File: config.mk
export PLATFORM = sky130hd
export DESIGN_NAME = odd_pipe
export DESIGN_NICKNAME = d
export VERILOG_FILES = /design/src/hdl/spu_isa_pkg.sv /design/src/hdl/spu_pipe_pkg.sv /design/src/hdl/branch_unit.sv /design/src/hdl/forward_pipe.sv /design/src/hdl/odd_issue_stage.sv /design/src/hdl/odd_pipe.sv /design/src/hdl/permute_unit.sv
export VERILOG_INCLUDE_DIRS = /design/src /design/src/hdl
export SDC_FILE = /design/constraint.sdc
export NUM_CORES = 2
export LEC_CHECK = 0
export CAP_MARGIN = 20
export CORE_AREA = 2 2 539 541
export DETAILED_ROUTE_END_ITERATION = 10
export DIE_AREA = 0 0 541 543
export DONT_BUFFER_PORTS = 1
export PLACE_DENSITY = 0.3
export SYNTH_ARGS = -nofsm -noshare
export SYNTH_HDL_FRONTEND = slang
export SYNTH_SLANG_ARGS = --single-unit
File: constraint.sdc
create_clock -name clock -period 19.25 [get_ports clock]
set_input_delay 2.8875 -clock clock [delete_from_list [all_inputs] [get_ports clock]]
set_output_delay 2.8875 -clock clock [all_outputs]
set_load 0.02 [all_outputs]
File: src/hdl/spu_cfg.svh
`ifndef SPU_CFG_SVH
`define SPU_CFG_SVH

// datapath widths
`define QUAD_W        128
`define WORD_W        32

// forwarding network depth
`define FWD_STAGES    7

// instruction field widths
`define OP_W          6
`define RT_ADDR_W     7
`define I7_W          7
`define I16_W         16

// forwarding entry fields
`define UNIT_ID_W     3
`define LAT_W         4

// unit ids of the odd pipe
`define PERM_UNIT_ID  3'd5
`define BR_UNIT_ID    3'd7

// result latencies in cycles
`define PERM_LATENCY  4'd4
`define BR_LATENCY    4'd1

`endif

File: src/hdl/spu_isa_pkg.sv
`include "spu_cfg.svh"

package spu_isa_pkg;

    // odd pipe opcodes, nop issues nothing
    typedef enum logic [`OP_W-1:0] {
        op_nop,
        op_shlqbi,
        op_shlqbii,
        op_shlqby,
        op_shlqbyi,
        op_rotqbi,
        op_rotqbii,
        op_rotqby,
        op_rotqbyi,
        op_gbb,
        op_gbh,
        op_gb,
        op_br,
        op_bra,
        op_brsl,
        op_brasl,
        op_brz,
        op_brnz,
        op_brhz,
        op_brhnz
    } odd_op_t;

    // instruction as presented at the issue port
    typedef struct packed {
        odd_op_t                op;
        logic [0:`RT_ADDR_W-1]  rt;
        logic [0:`I7_W-1]       i7;
        logic [0:`I16_W-1]      i16;
        logic [0:`QUAD_W-1]     ra;
        logic [0:`QUAD_W-1]     rb;
        logic [0:`WORD_W-1]     pc;
    } odd_instr_t;

    typedef enum logic [2:0] {
        pk_shl_bits,
        pk_shl_bytes,
        pk_rot_bits,
        pk_rot_bytes,
        pk_gather_bytes,
        pk_gather_halves,
        pk_gather_words
    } perm_kind_t;

    // count is in bits or bytes depending on kind
    typedef struct packed {
        logic        en;
        perm_kind_t  kind;
        logic [4:0]  count;
    } perm_ctl_t;

    typedef enum logic [2:0] {
        bc_always,
        bc_word_zero,
        bc_word_nz,
        bc_half_zero,
        bc_half_nz
    } br_cond_t;

    // offset is already a sign extended byte offset
    typedef struct packed {
        logic                en;
        logic                absolute;
        logic                link;
        br_cond_t            cond;
        logic [0:`WORD_W-1]  offset;
    } br_ctl_t;

endpackage

File: src/hdl/spu_pipe_pkg.sv
`include "spu_cfg.svh"

package spu_pipe_pkg;

    // one result in flight on the forwarding network
    typedef struct packed {
        logic [0:`UNIT_ID_W-1]  unit_id;
        logic [0:`QUAD_W-1]     rt_value;
        logic                   wr_en;
        logic [0:`RT_ADDR_W-1]  rt_addr;
        logic [0:`LAT_W-1]      latency;
    } fwd_entry_t;

    // stage 1 is the leftmost element
    typedef fwd_entry_t [1:`FWD_STAGES] fwd_stages_t;

endpackage

File: src/hdl/branch_unit.sv
`include "spu_cfg.svh"

module branch_unit
    import spu_isa_pkg::*, spu_pipe_pkg::*;
(
    input  br_ctl_t                br_ctl,
    input  logic [0:`WORD_W-1]     rb_word,
    input  logic [0:`WORD_W-1]     pc,
    input  logic [0:`RT_ADDR_W-1]  rt_addr,
    output fwd_entry_t             entry,
    output logic                   branch_taken,
    output logic [0:`WORD_W-1]     pc_out
);

    logic                cond_met;
    logic [0:`WORD_W-1]  pc_plus4;
    logic [0:`WORD_W-1]  jump;
    logic [0:`WORD_W-1]  target;

    // halfword tests look at the low half of the preferred word
    always_comb
    begin
        case (br_ctl.cond)
            bc_always:    cond_met = 1'b1;
            bc_word_zero: cond_met = (rb_word == '0);
            bc_word_nz:   cond_met = (rb_word != '0);
            bc_half_zero: cond_met = (rb_word[`WORD_W/2:`WORD_W-1] == '0);
            bc_half_nz:   cond_met = (rb_word[`WORD_W/2:`WORD_W-1] != '0);
            default:      cond_met = 1'b0;
        endcase
    end

    assign pc_plus4 = pc + `WORD_W'd4;
    assign jump     = br_ctl.absolute ? br_ctl.offset : pc + br_ctl.offset;

    // conditional forms drop the low two target bits
    assign target = (br_ctl.cond == bc_always) ? jump : {jump[0:`WORD_W-3], 2'b00};

    assign branch_taken = br_ctl.en & cond_met;
    assign pc_out       = branch_taken ? target : pc_plus4;

    // link value is the return address in the preferred word
    always_comb
    begin
        entry = '0;
        if (br_ctl.en)
        begin
            entry.unit_id = `BR_UNIT_ID;
            entry.wr_en   = br_ctl.link;
            entry.rt_addr = rt_addr;
            entry.latency = `BR_LATENCY;
            if (br_ctl.link)
            begin
                entry.rt_value[0:`WORD_W-1] = pc_plus4;
            end
        end
    end

endmodule

File: src/hdl/forward_pipe.sv
`include "spu_cfg.svh"

module forward_pipe
    import spu_pipe_pkg::*;
(
    input  logic         clock,
    input  logic         reset,
    input  logic         flush,
    input  fwd_entry_t   perm_entry,
    input  fwd_entry_t   br_entry,
    output fwd_stages_t  fwd_st
);

    fwd_entry_t                     stage1;
    fwd_entry_t [2:`FWD_STAGES]     stage_q;

    // idle units drive all zero, so an OR picks the active one
    assign stage1 = perm_entry | br_entry;

    always_ff @(posedge clock)
    begin
        if (reset)
        begin
            stage_q <= '0;
        end
        else
        begin
            // flush kills only the entry leaving stage 1
            if (flush)
                stage_q[2] <= '0;
            else
                stage_q[2] <= stage1;
            for (int k = 3; k <= `FWD_STAGES; k++)
            begin
                stage_q[k] <= stage_q[k-1];
            end
        end
    end

    // stage 1 sits in the leftmost slot of the array
    assign fwd_st = {stage1, stage_q};

endmodule

File: src/hdl/odd_issue_stage.sv
`include "spu_cfg.svh"

module odd_issue_stage
    import spu_isa_pkg::*;
(
    input  logic                   clock,
    input  logic                   reset,
    input  odd_instr_t             instr,
    input  logic [0:`RT_ADDR_W-1]  rt_addr,
    output perm_ctl_t              perm_ctl,
    output br_ctl_t                br_ctl,
    output logic [0:`QUAD_W-1]     ra_q,
    output logic [0:`WORD_W-1]     rb_word,
    output logic [0:`WORD_W-1]     pc_q,
    output logic [0:`RT_ADDR_W-1]  rt_addr_q
);

    odd_instr_t          instr_q;
    logic [4:0]          rb_cnt;
    logic [4:0]          i7_cnt;
    logic [0:`WORD_W-1]  br_offset;

    function automatic perm_ctl_t perm_sel(input perm_kind_t kind, input logic [4:0] count);
        perm_ctl_t ctl;
        ctl.en = 1'b1;
        ctl.kind = kind;
        ctl.count = count;
        return ctl;
    endfunction

    function automatic br_ctl_t br_sel(input logic absolute, input logic link,
                                       input br_cond_t cond, input logic [0:`WORD_W-1] offset);
        br_ctl_t ctl;
        ctl.en = 1'b1;
        ctl.absolute = absolute;
        ctl.link = link;
        ctl.cond = cond;
        ctl.offset = offset;
        return ctl;
    endfunction

    // rt address arrives on its own issue port
    always_ff @(posedge clock)
    begin
        instr_q <= instr;
        instr_q.rt <= rt_addr;
        if (reset)
            instr_q.op <= op_nop;
    end

    assign ra_q      = instr_q.ra;
    assign rb_word   = instr_q.rb[0:`WORD_W-1];
    assign pc_q      = instr_q.pc;
    assign rt_addr_q = instr_q.rt;

    // low five bits of the preferred word and of the immediate
    assign rb_cnt = instr_q.rb[`WORD_W-5:`WORD_W-1];
    assign i7_cnt = instr_q.i7[`I7_W-5:`I7_W-1];

    // word offset to byte offset, sign extended
    assign br_offset = {{(`WORD_W-`I16_W-2){instr_q.i16[0]}}, instr_q.i16, 2'b00};

    always_comb
    begin
        perm_ctl = '0;
        br_ctl = '0;
        case (instr_q.op)
            op_shlqbi:  perm_ctl = perm_sel(pk_shl_bits, {2'b00, rb_cnt[2:0]});
            op_shlqbii: perm_ctl = perm_sel(pk_shl_bits, {2'b00, i7_cnt[2:0]});
            op_shlqby:  perm_ctl = perm_sel(pk_shl_bytes, rb_cnt);
            op_shlqbyi: perm_ctl = perm_sel(pk_shl_bytes, i7_cnt);
            op_rotqbi:  perm_ctl = perm_sel(pk_rot_bits, {2'b00, rb_cnt[2:0]});
            op_rotqbii: perm_ctl = perm_sel(pk_rot_bits, {2'b00, i7_cnt[2:0]});
            op_rotqby:  perm_ctl = perm_sel(pk_rot_bytes, {1'b0, rb_cnt[3:0]});
            op_rotqbyi: perm_ctl = perm_sel(pk_rot_bytes, {1'b0, i7_cnt[3:0]});
            op_gbb:     perm_ctl = perm_sel(pk_gather_bytes, 5'd0);
            op_gbh:     perm_ctl = perm_sel(pk_gather_halves, 5'd0);
            op_gb:      perm_ctl = perm_sel(pk_gather_words, 5'd0);
            op_br:      br_ctl = br_sel(1'b0, 1'b0, bc_always, br_offset);
            op_bra:     br_ctl = br_sel(1'b1, 1'b0, bc_always, br_offset);
            op_brsl:    br_ctl = br_sel(1'b0, 1'b1, bc_always, br_offset);
            op_brasl:   br_ctl = br_sel(1'b1, 1'b1, bc_always, br_offset);
            op_brz:     br_ctl = br_sel(1'b0, 1'b0, bc_word_zero, br_offset);
            op_brnz:    br_ctl = br_sel(1'b0, 1'b0, bc_word_nz, br_offset);
            op_brhz:    br_ctl = br_sel(1'b0, 1'b0, bc_half_zero, br_offset);
            op_brhnz:   br_ctl = br_sel(1'b0, 1'b0, bc_half_nz, br_offset);
            default:
            begin
                perm_ctl = '0;
                br_ctl = '0;
            end
        endcase
    end

endmodule

File: src/hdl/odd_pipe.sv
`include "spu_cfg.svh"

module odd_pipe
    import spu_isa_pkg::*, spu_pipe_pkg::*;
(
    input  logic                   clock,
    input  logic                   reset,
    input  odd_instr_t             instr,
    input  logic [0:`RT_ADDR_W-1]  rt_addr,
    input  logic                   flush,
    output fwd_stages_t            fwd_st,
    output logic                   branch_taken,
    output logic [0:`WORD_W-1]     pc_out
);

    perm_ctl_t              perm_ctl;
    br_ctl_t                br_ctl;
    logic [0:`QUAD_W-1]     ra_q;
    logic [0:`WORD_W-1]     rb_word;
    logic [0:`WORD_W-1]     pc_q;
    logic [0:`RT_ADDR_W-1]  rt_addr_q;
    fwd_entry_t             perm_entry;
    fwd_entry_t             br_entry;

    odd_issue_stage u_issue (
        .clock     (clock),
        .reset     (reset),
        .instr     (instr),
        .rt_addr   (rt_addr),
        .perm_ctl  (perm_ctl),
        .br_ctl    (br_ctl),
        .ra_q      (ra_q),
        .rb_word   (rb_word),
        .pc_q      (pc_q),
        .rt_addr_q (rt_addr_q)
    );

    permute_unit u_perm (
        .perm_ctl (perm_ctl),
        .ra       (ra_q),
        .rt_addr  (rt_addr_q),
        .entry    (perm_entry)
    );

    branch_unit u_branch (
        .br_ctl       (br_ctl),
        .rb_word      (rb_word),
        .pc           (pc_q),
        .rt_addr      (rt_addr_q),
        .entry        (br_entry),
        .branch_taken (branch_taken),
        .pc_out       (pc_out)
    );

    forward_pipe u_fwd (
        .clock      (clock),
        .reset      (reset),
        .flush      (flush),
        .perm_entry (perm_entry),
        .br_entry   (br_entry),
        .fwd_st     (fwd_st)
    );

endmodule

File: src/hdl/permute_unit.sv
`include "spu_cfg.svh"

module permute_unit
    import spu_isa_pkg::*, spu_pipe_pkg::*;
(
    input  perm_ctl_t              perm_ctl,
    input  logic [0:`QUAD_W-1]     ra,
    input  logic [0:`RT_ADDR_W-1]  rt_addr,
    output fwd_entry_t             entry
);

    logic [0:`QUAD_W-1]  rt_value;
    logic [7:0]          bit_sh;
    logic [7:0]          byte_sh;
    logic [0:15]         g_bytes;
    logic [0:7]          g_halves;
    logic [0:3]          g_words;

    // shift amounts in bits, byte forms scale the count by 8
    assign bit_sh  = {3'b000, perm_ctl.count};
    assign byte_sh = {perm_ctl.count, 3'b000};

    // lsb of every element, element 0 lands in the msb
    always_comb
    begin
        for (int j = 0; j < 16; j++)
        begin
            g_bytes[j] = ra[j*8 + 7];
        end
        for (int j = 0; j < 8; j++)
        begin
            g_halves[j] = ra[j*16 + 15];
        end
        for (int j = 0; j < 4; j++)
        begin
            g_words[j] = ra[j*32 + 31];
        end
    end

    // bit 0 is the msb, so a left shift moves data toward bit 0
    always_comb
    begin
        rt_value = '0;
        case (perm_ctl.kind)
            pk_shl_bits:
            begin
                rt_value = ra << bit_sh;
            end
            pk_shl_bytes:
            begin
                // counts of 16 bytes and up shift everything out
                rt_value = ra << byte_sh;
            end
            pk_rot_bits:
            begin
                rt_value = (ra << bit_sh) | (ra >> (8'd128 - bit_sh));
            end
            pk_rot_bytes:
            begin
                rt_value = (ra << byte_sh) | (ra >> (8'd128 - byte_sh));
            end
            pk_gather_bytes:
            begin
                rt_value[0:`WORD_W-1] = {16'd0, g_bytes};
            end
            pk_gather_halves:
            begin
                rt_value[0:`WORD_W-1] = {24'd0, g_halves};
            end
            pk_gather_words:
            begin
                rt_value[0:`WORD_W-1] = {28'd0, g_words};
            end
            default:
            begin
                rt_value = '0;
            end
        endcase
    end

    always_comb
    begin
        entry = '0;
        if (perm_ctl.en)
        begin
            entry.unit_id  = `PERM_UNIT_ID;
            entry.rt_value = rt_value;
            entry.wr_en    = 1'b1;
            entry.rt_addr  = rt_addr;
            entry.latency  = `PERM_LATENCY;
        end
    end

endmodule

==> impl_metrics.py <==
metrics = {
    "placement": {
        "dpl.cell_count": 9450,
        "place_congestion": 0.994,
        "dp.final_hpwl_mm": 339,
        "dp_slack_ns": 8.42,
        "io_buffers": 0,
    },
    "timing": {
        "setup_tns_ns": 0,
        "setup_viol": 0,
        "hold_viol": 0,
        "slew_headroom_pct": 5.44,
        "period_share_pct": 62.2,
        "maxSlewViolCount": 0,
        "fmax_mhz": 83.6,
        "tightestPinTransition_ns": 1.41,
        "setup_slack_ns": 7.29,
        "min_period_ns": 11.96,
        "skew_ns": 0.0841,
        "rsz0062_at_grt": "no",
        "fin_hold_ws_ns": 0.465,
    },
    "critical_path": {
        "path_max_fanout": 50,
        "arrival_ns": 9.08,
        "required_ns": 16.36,
        "rrSetupSlack_ns": 10.86,
        "crit_path_end_kind": "output port",
        "path_class": "flop to output port",
        "cp-start-kind": "flop",
    },
    "pwr": {
        "ir_drop_mv": 0.108,
        "p_int_uw": 4320,
        "clkPwrFrac_pct": 37.8,
        "leakage_uw": 0.0238,
        "cellPowerDensity_nw_per_um2": 111,
        "sw_frac_of_total_pct": 38.3,
        "p_comb_share_pct": 28.1,
        "power.switching_uw": 2680,
        "sequentialPowerShare_pct": 34.2,
    },
    "floorplan": {
        "start_util_pct": 18.6,
        "ios": 1368,
        "rows": 197,
        "die-width_microns": 541,
        "die_area_sq_um": 294000,
        "die_y_microns": 543,
        "core_sq_um": 287000,
    },
    "logic_synthesis": {
        "synthArstFlopShare_pct": 0,
        "yosys_most_used_dff": "dfxtp_1",
        "syn_avg_cell_area_sq_um": 8.93,
        "synth_warnings": 0,
        "netlist_instances": 5999,
        "synth-edff-count": 0,
        "synth.distinct_cells": 103,
        "synth_area_sq_um": 53600,
        "synth-seq-area-share_pct": 39.6,
        "synth_seq_cells": 1060,
    },
    "routing": {
        "via_per_inst": 5.44,
        "drc": 0,
        "drt_wl_total_mm": 435,
        "via_count": 53000,
        "postRouteAntennaNets": 0,
        "avgRoutedWirePerCell_microns": 44.6,
        "drtPass1Iterations": 7,
        "drt_iter0_drc": 7667,
    },
    "clock_tree": {
        "clk-insertion-delay-late_ns": 0.88,
        "cts_tree": "done",
        "cts-root-buf": "clkbuf_16",
        "cts.sinks": 1060,
        "hold_buffers": 0,
        "cts_resized": 0,
        "clk_path_buf_depth": 4,
        "cts_buffers": 139,
        "cts.reportedPaths.clkPinSlew_ns": 0.07,
        "htree_levels": 4,
        "cts_post_setup_buffers_inserted": 0,
    },
    "global_route": {
        "grt_max_degree": 704,
        "grt_pass1_wl_mm": 551,
        "grtUsageMet3_pct": 8.69,
        "antenna_found_initial": 125,
        "grt_util_all_layers_pct": 28.2,
        "grt_util_met2_pct": 44.9,
        "use_met1_pct": 33.2,
        "first_global_vias": 49800,
        "grt_overflow_total": 0,
        "top_usage_layer": "met2",
    },
    "final_layout": {
        "drive_above_1_share_pct": 13.6,
        "final_cell_count_no_fill": 9745,
        "area_delta_synth_final_pct": 17.5,
        "fillers": 31600,
        "final_nets": 6184,
    },
    "status": {
        "status": "completed",
    },
    "run": {
        "maxCapViolations": 0,
    },
    "min_path": {
        "hold_path_class": "flop to flop",
    },
}
cells in the mapped netlist, types with 37 or more instances:
cell | n | area share (%)
or3_1 | 48 | 0.56
nor4_1 | 44 | 0.51
a311oi_1 | 41 | 0.67
a21o_1 | 45 | 0.63
a32oi_1 | 42 | 0.69
nor2b_1 | 738 | 8.6
buf_4 | 53 | 0.74
a22oi_1 | 45 | 0.63
clkbuf_1 | 360 | 2.5
nand2_1 | 398 | 2.8
and2_1 | 84 | 0.98
and3_1 | 91 | 1.1
mux2i_1 | 343 | 6.4
buf_1 | 45 | 0.32
nand3_1 | 215 | 2.0
a211oi_1 | 135 | 1.9
inv_1 | 37 | 0.26
dfxtp_1 | 1060 | 40
o211ai_1 | 68 | 0.95
o22ai_1 | 108 | 1.3
buf_2 | 152 | 1.4
o21ai_0 | 246 | 2.3
nor3_1 | 181 | 1.7
mux4_2 | 130 | 5.5
a21oi_1 | 319 | 3.0
nor2_1 | 295 | 2.1
a31oi_1 | 82 | 0.96
mux2_2 | 43 | 0.90
logic make-up after synthesis:
kind of cell | share of synthesized area [%]
XOR/XNOR | 0.783
AND/OR/NAND/NOR | 21.7
other | 0.00700
flip-flops | 39.6
AO/OA/AOI/OAI | 18.7
buffers and inverters | 5.63
multiplexers | 12.8
adder cells (fa/ha/maj) | 0.762
power by group through the flow:
| stage | sequential, uW | combinational, uW | clock, uW |
|---|---|---|---|
| after CTS | 2400 | 1870 | 2740 |
| after detailed placement | 2450 | 1870 | 0 |
| after global routing | 2390 | 1970 | 2820 |
| final | 2390 | 1970 | 2650 |
| after floorplan | 2360 | 991 | 0 |
| after global placement | 2450 | 1880 | 0 |
path summary, 6_finish.rpt:
check / start / endpoint / cells past startpoint
hold / removal: u_issue.rt_addr_q[4] / u_fwd.fwd_st[721] / 1
setup reg to reg: u_issue.instr_q[322] / u_fwd.fwd_st[792] / 17
setup / recovery: u_issue.instr_q[322] / fwd_st[913] / 18
hold reg to reg: u_issue.rt_addr_q[4] / u_fwd.fwd_st[721] / 1
worst max-delay path: stages, from the launching register on:
cell and delay [ns]:
dfxtp_1 0.87, nor4b_4 0.11, buf_4 0.28, nand2_2 0.66
nand2_4 0.34, inv_4 0.56, ha_4 0.30, inv_1 0.16
o21ai_2 0.15, o211a_4 0.70, buf_4 0.63, buf_4 0.74
mux2i_1 0.38, mux2i_1 0.26, a22oi_1 0.35, a21oi_1 0.14
nor4_2 0.97, buf_4 0.26, nor2_1 0.14
final cells by class:
cell class                 instances  area [sq um]  share of cell area, %
inverter                          42           173                  0.274
clock buffer                     189          3960                   6.29
tap                             3781          4730                   7.52
multi-input combinational       4283         29800                   47.3
timing repair buffer             292          2300                   3.66
antenna                           45           113                  0.179
sequential                      1060         21200                   33.7
clock inverter                    53           654                   1.04
per-layer routing:
layer  part of all wire, %  wire (microns)
met2                    45          197000
met3                   9.8           42800
met1                    38          164000
met5                  0.11             497
met4                   7.0           30600
state kept, by name, summed over array words and instances, names as in the netlist:
name               cells
u_issue.instr_q        6
u_fwd.fwd_st         834
u_issue.i7_cnt         5
u_issue.rb_word       32
u_issue.rt_addr_q      7
u_issue.pc_q          32
u_issue.br_offset     16
u_issue.ra_q         128
stage by stage:
stage	total power, uW	instance area [sq um]	utilization [%]
after detailed placement	4310	58100	20.2
after CTS	7010	62700	21.8
after global routing	7190	62900	21.9
after global placement	4320	58100	20.2
final	7010	62900	21.9
after floorplan	3360	53600	-
cells in the final DEF, fill, tap and decap left out, types with 30 or more instances in the layout:
master,instances
clkbuf_16,142
and3_1,91
a21oi_1,317
nor3_1,178
o22ai_1,108
a22oi_1,44
or3_1,46
mux2i_1,343
o211ai_1,68
mux2_2,43
a32oi_1,42
dfxtp_1,1060
nor2b_1,738
a31oi_1,82
a21o_1,45
nand3_1,214
diode_2,45
nor4_1,40
mux4_2,130
o221ai_1,35
o21ai_0,238
nor2_1,287
nand2_1,391
a221oi_1,30
buf_4,279
and2_1,83
a311oi_1,38
inv_1,36
a211oi_1,131
ha_1,30
Power figures use the tool's default switching activity.
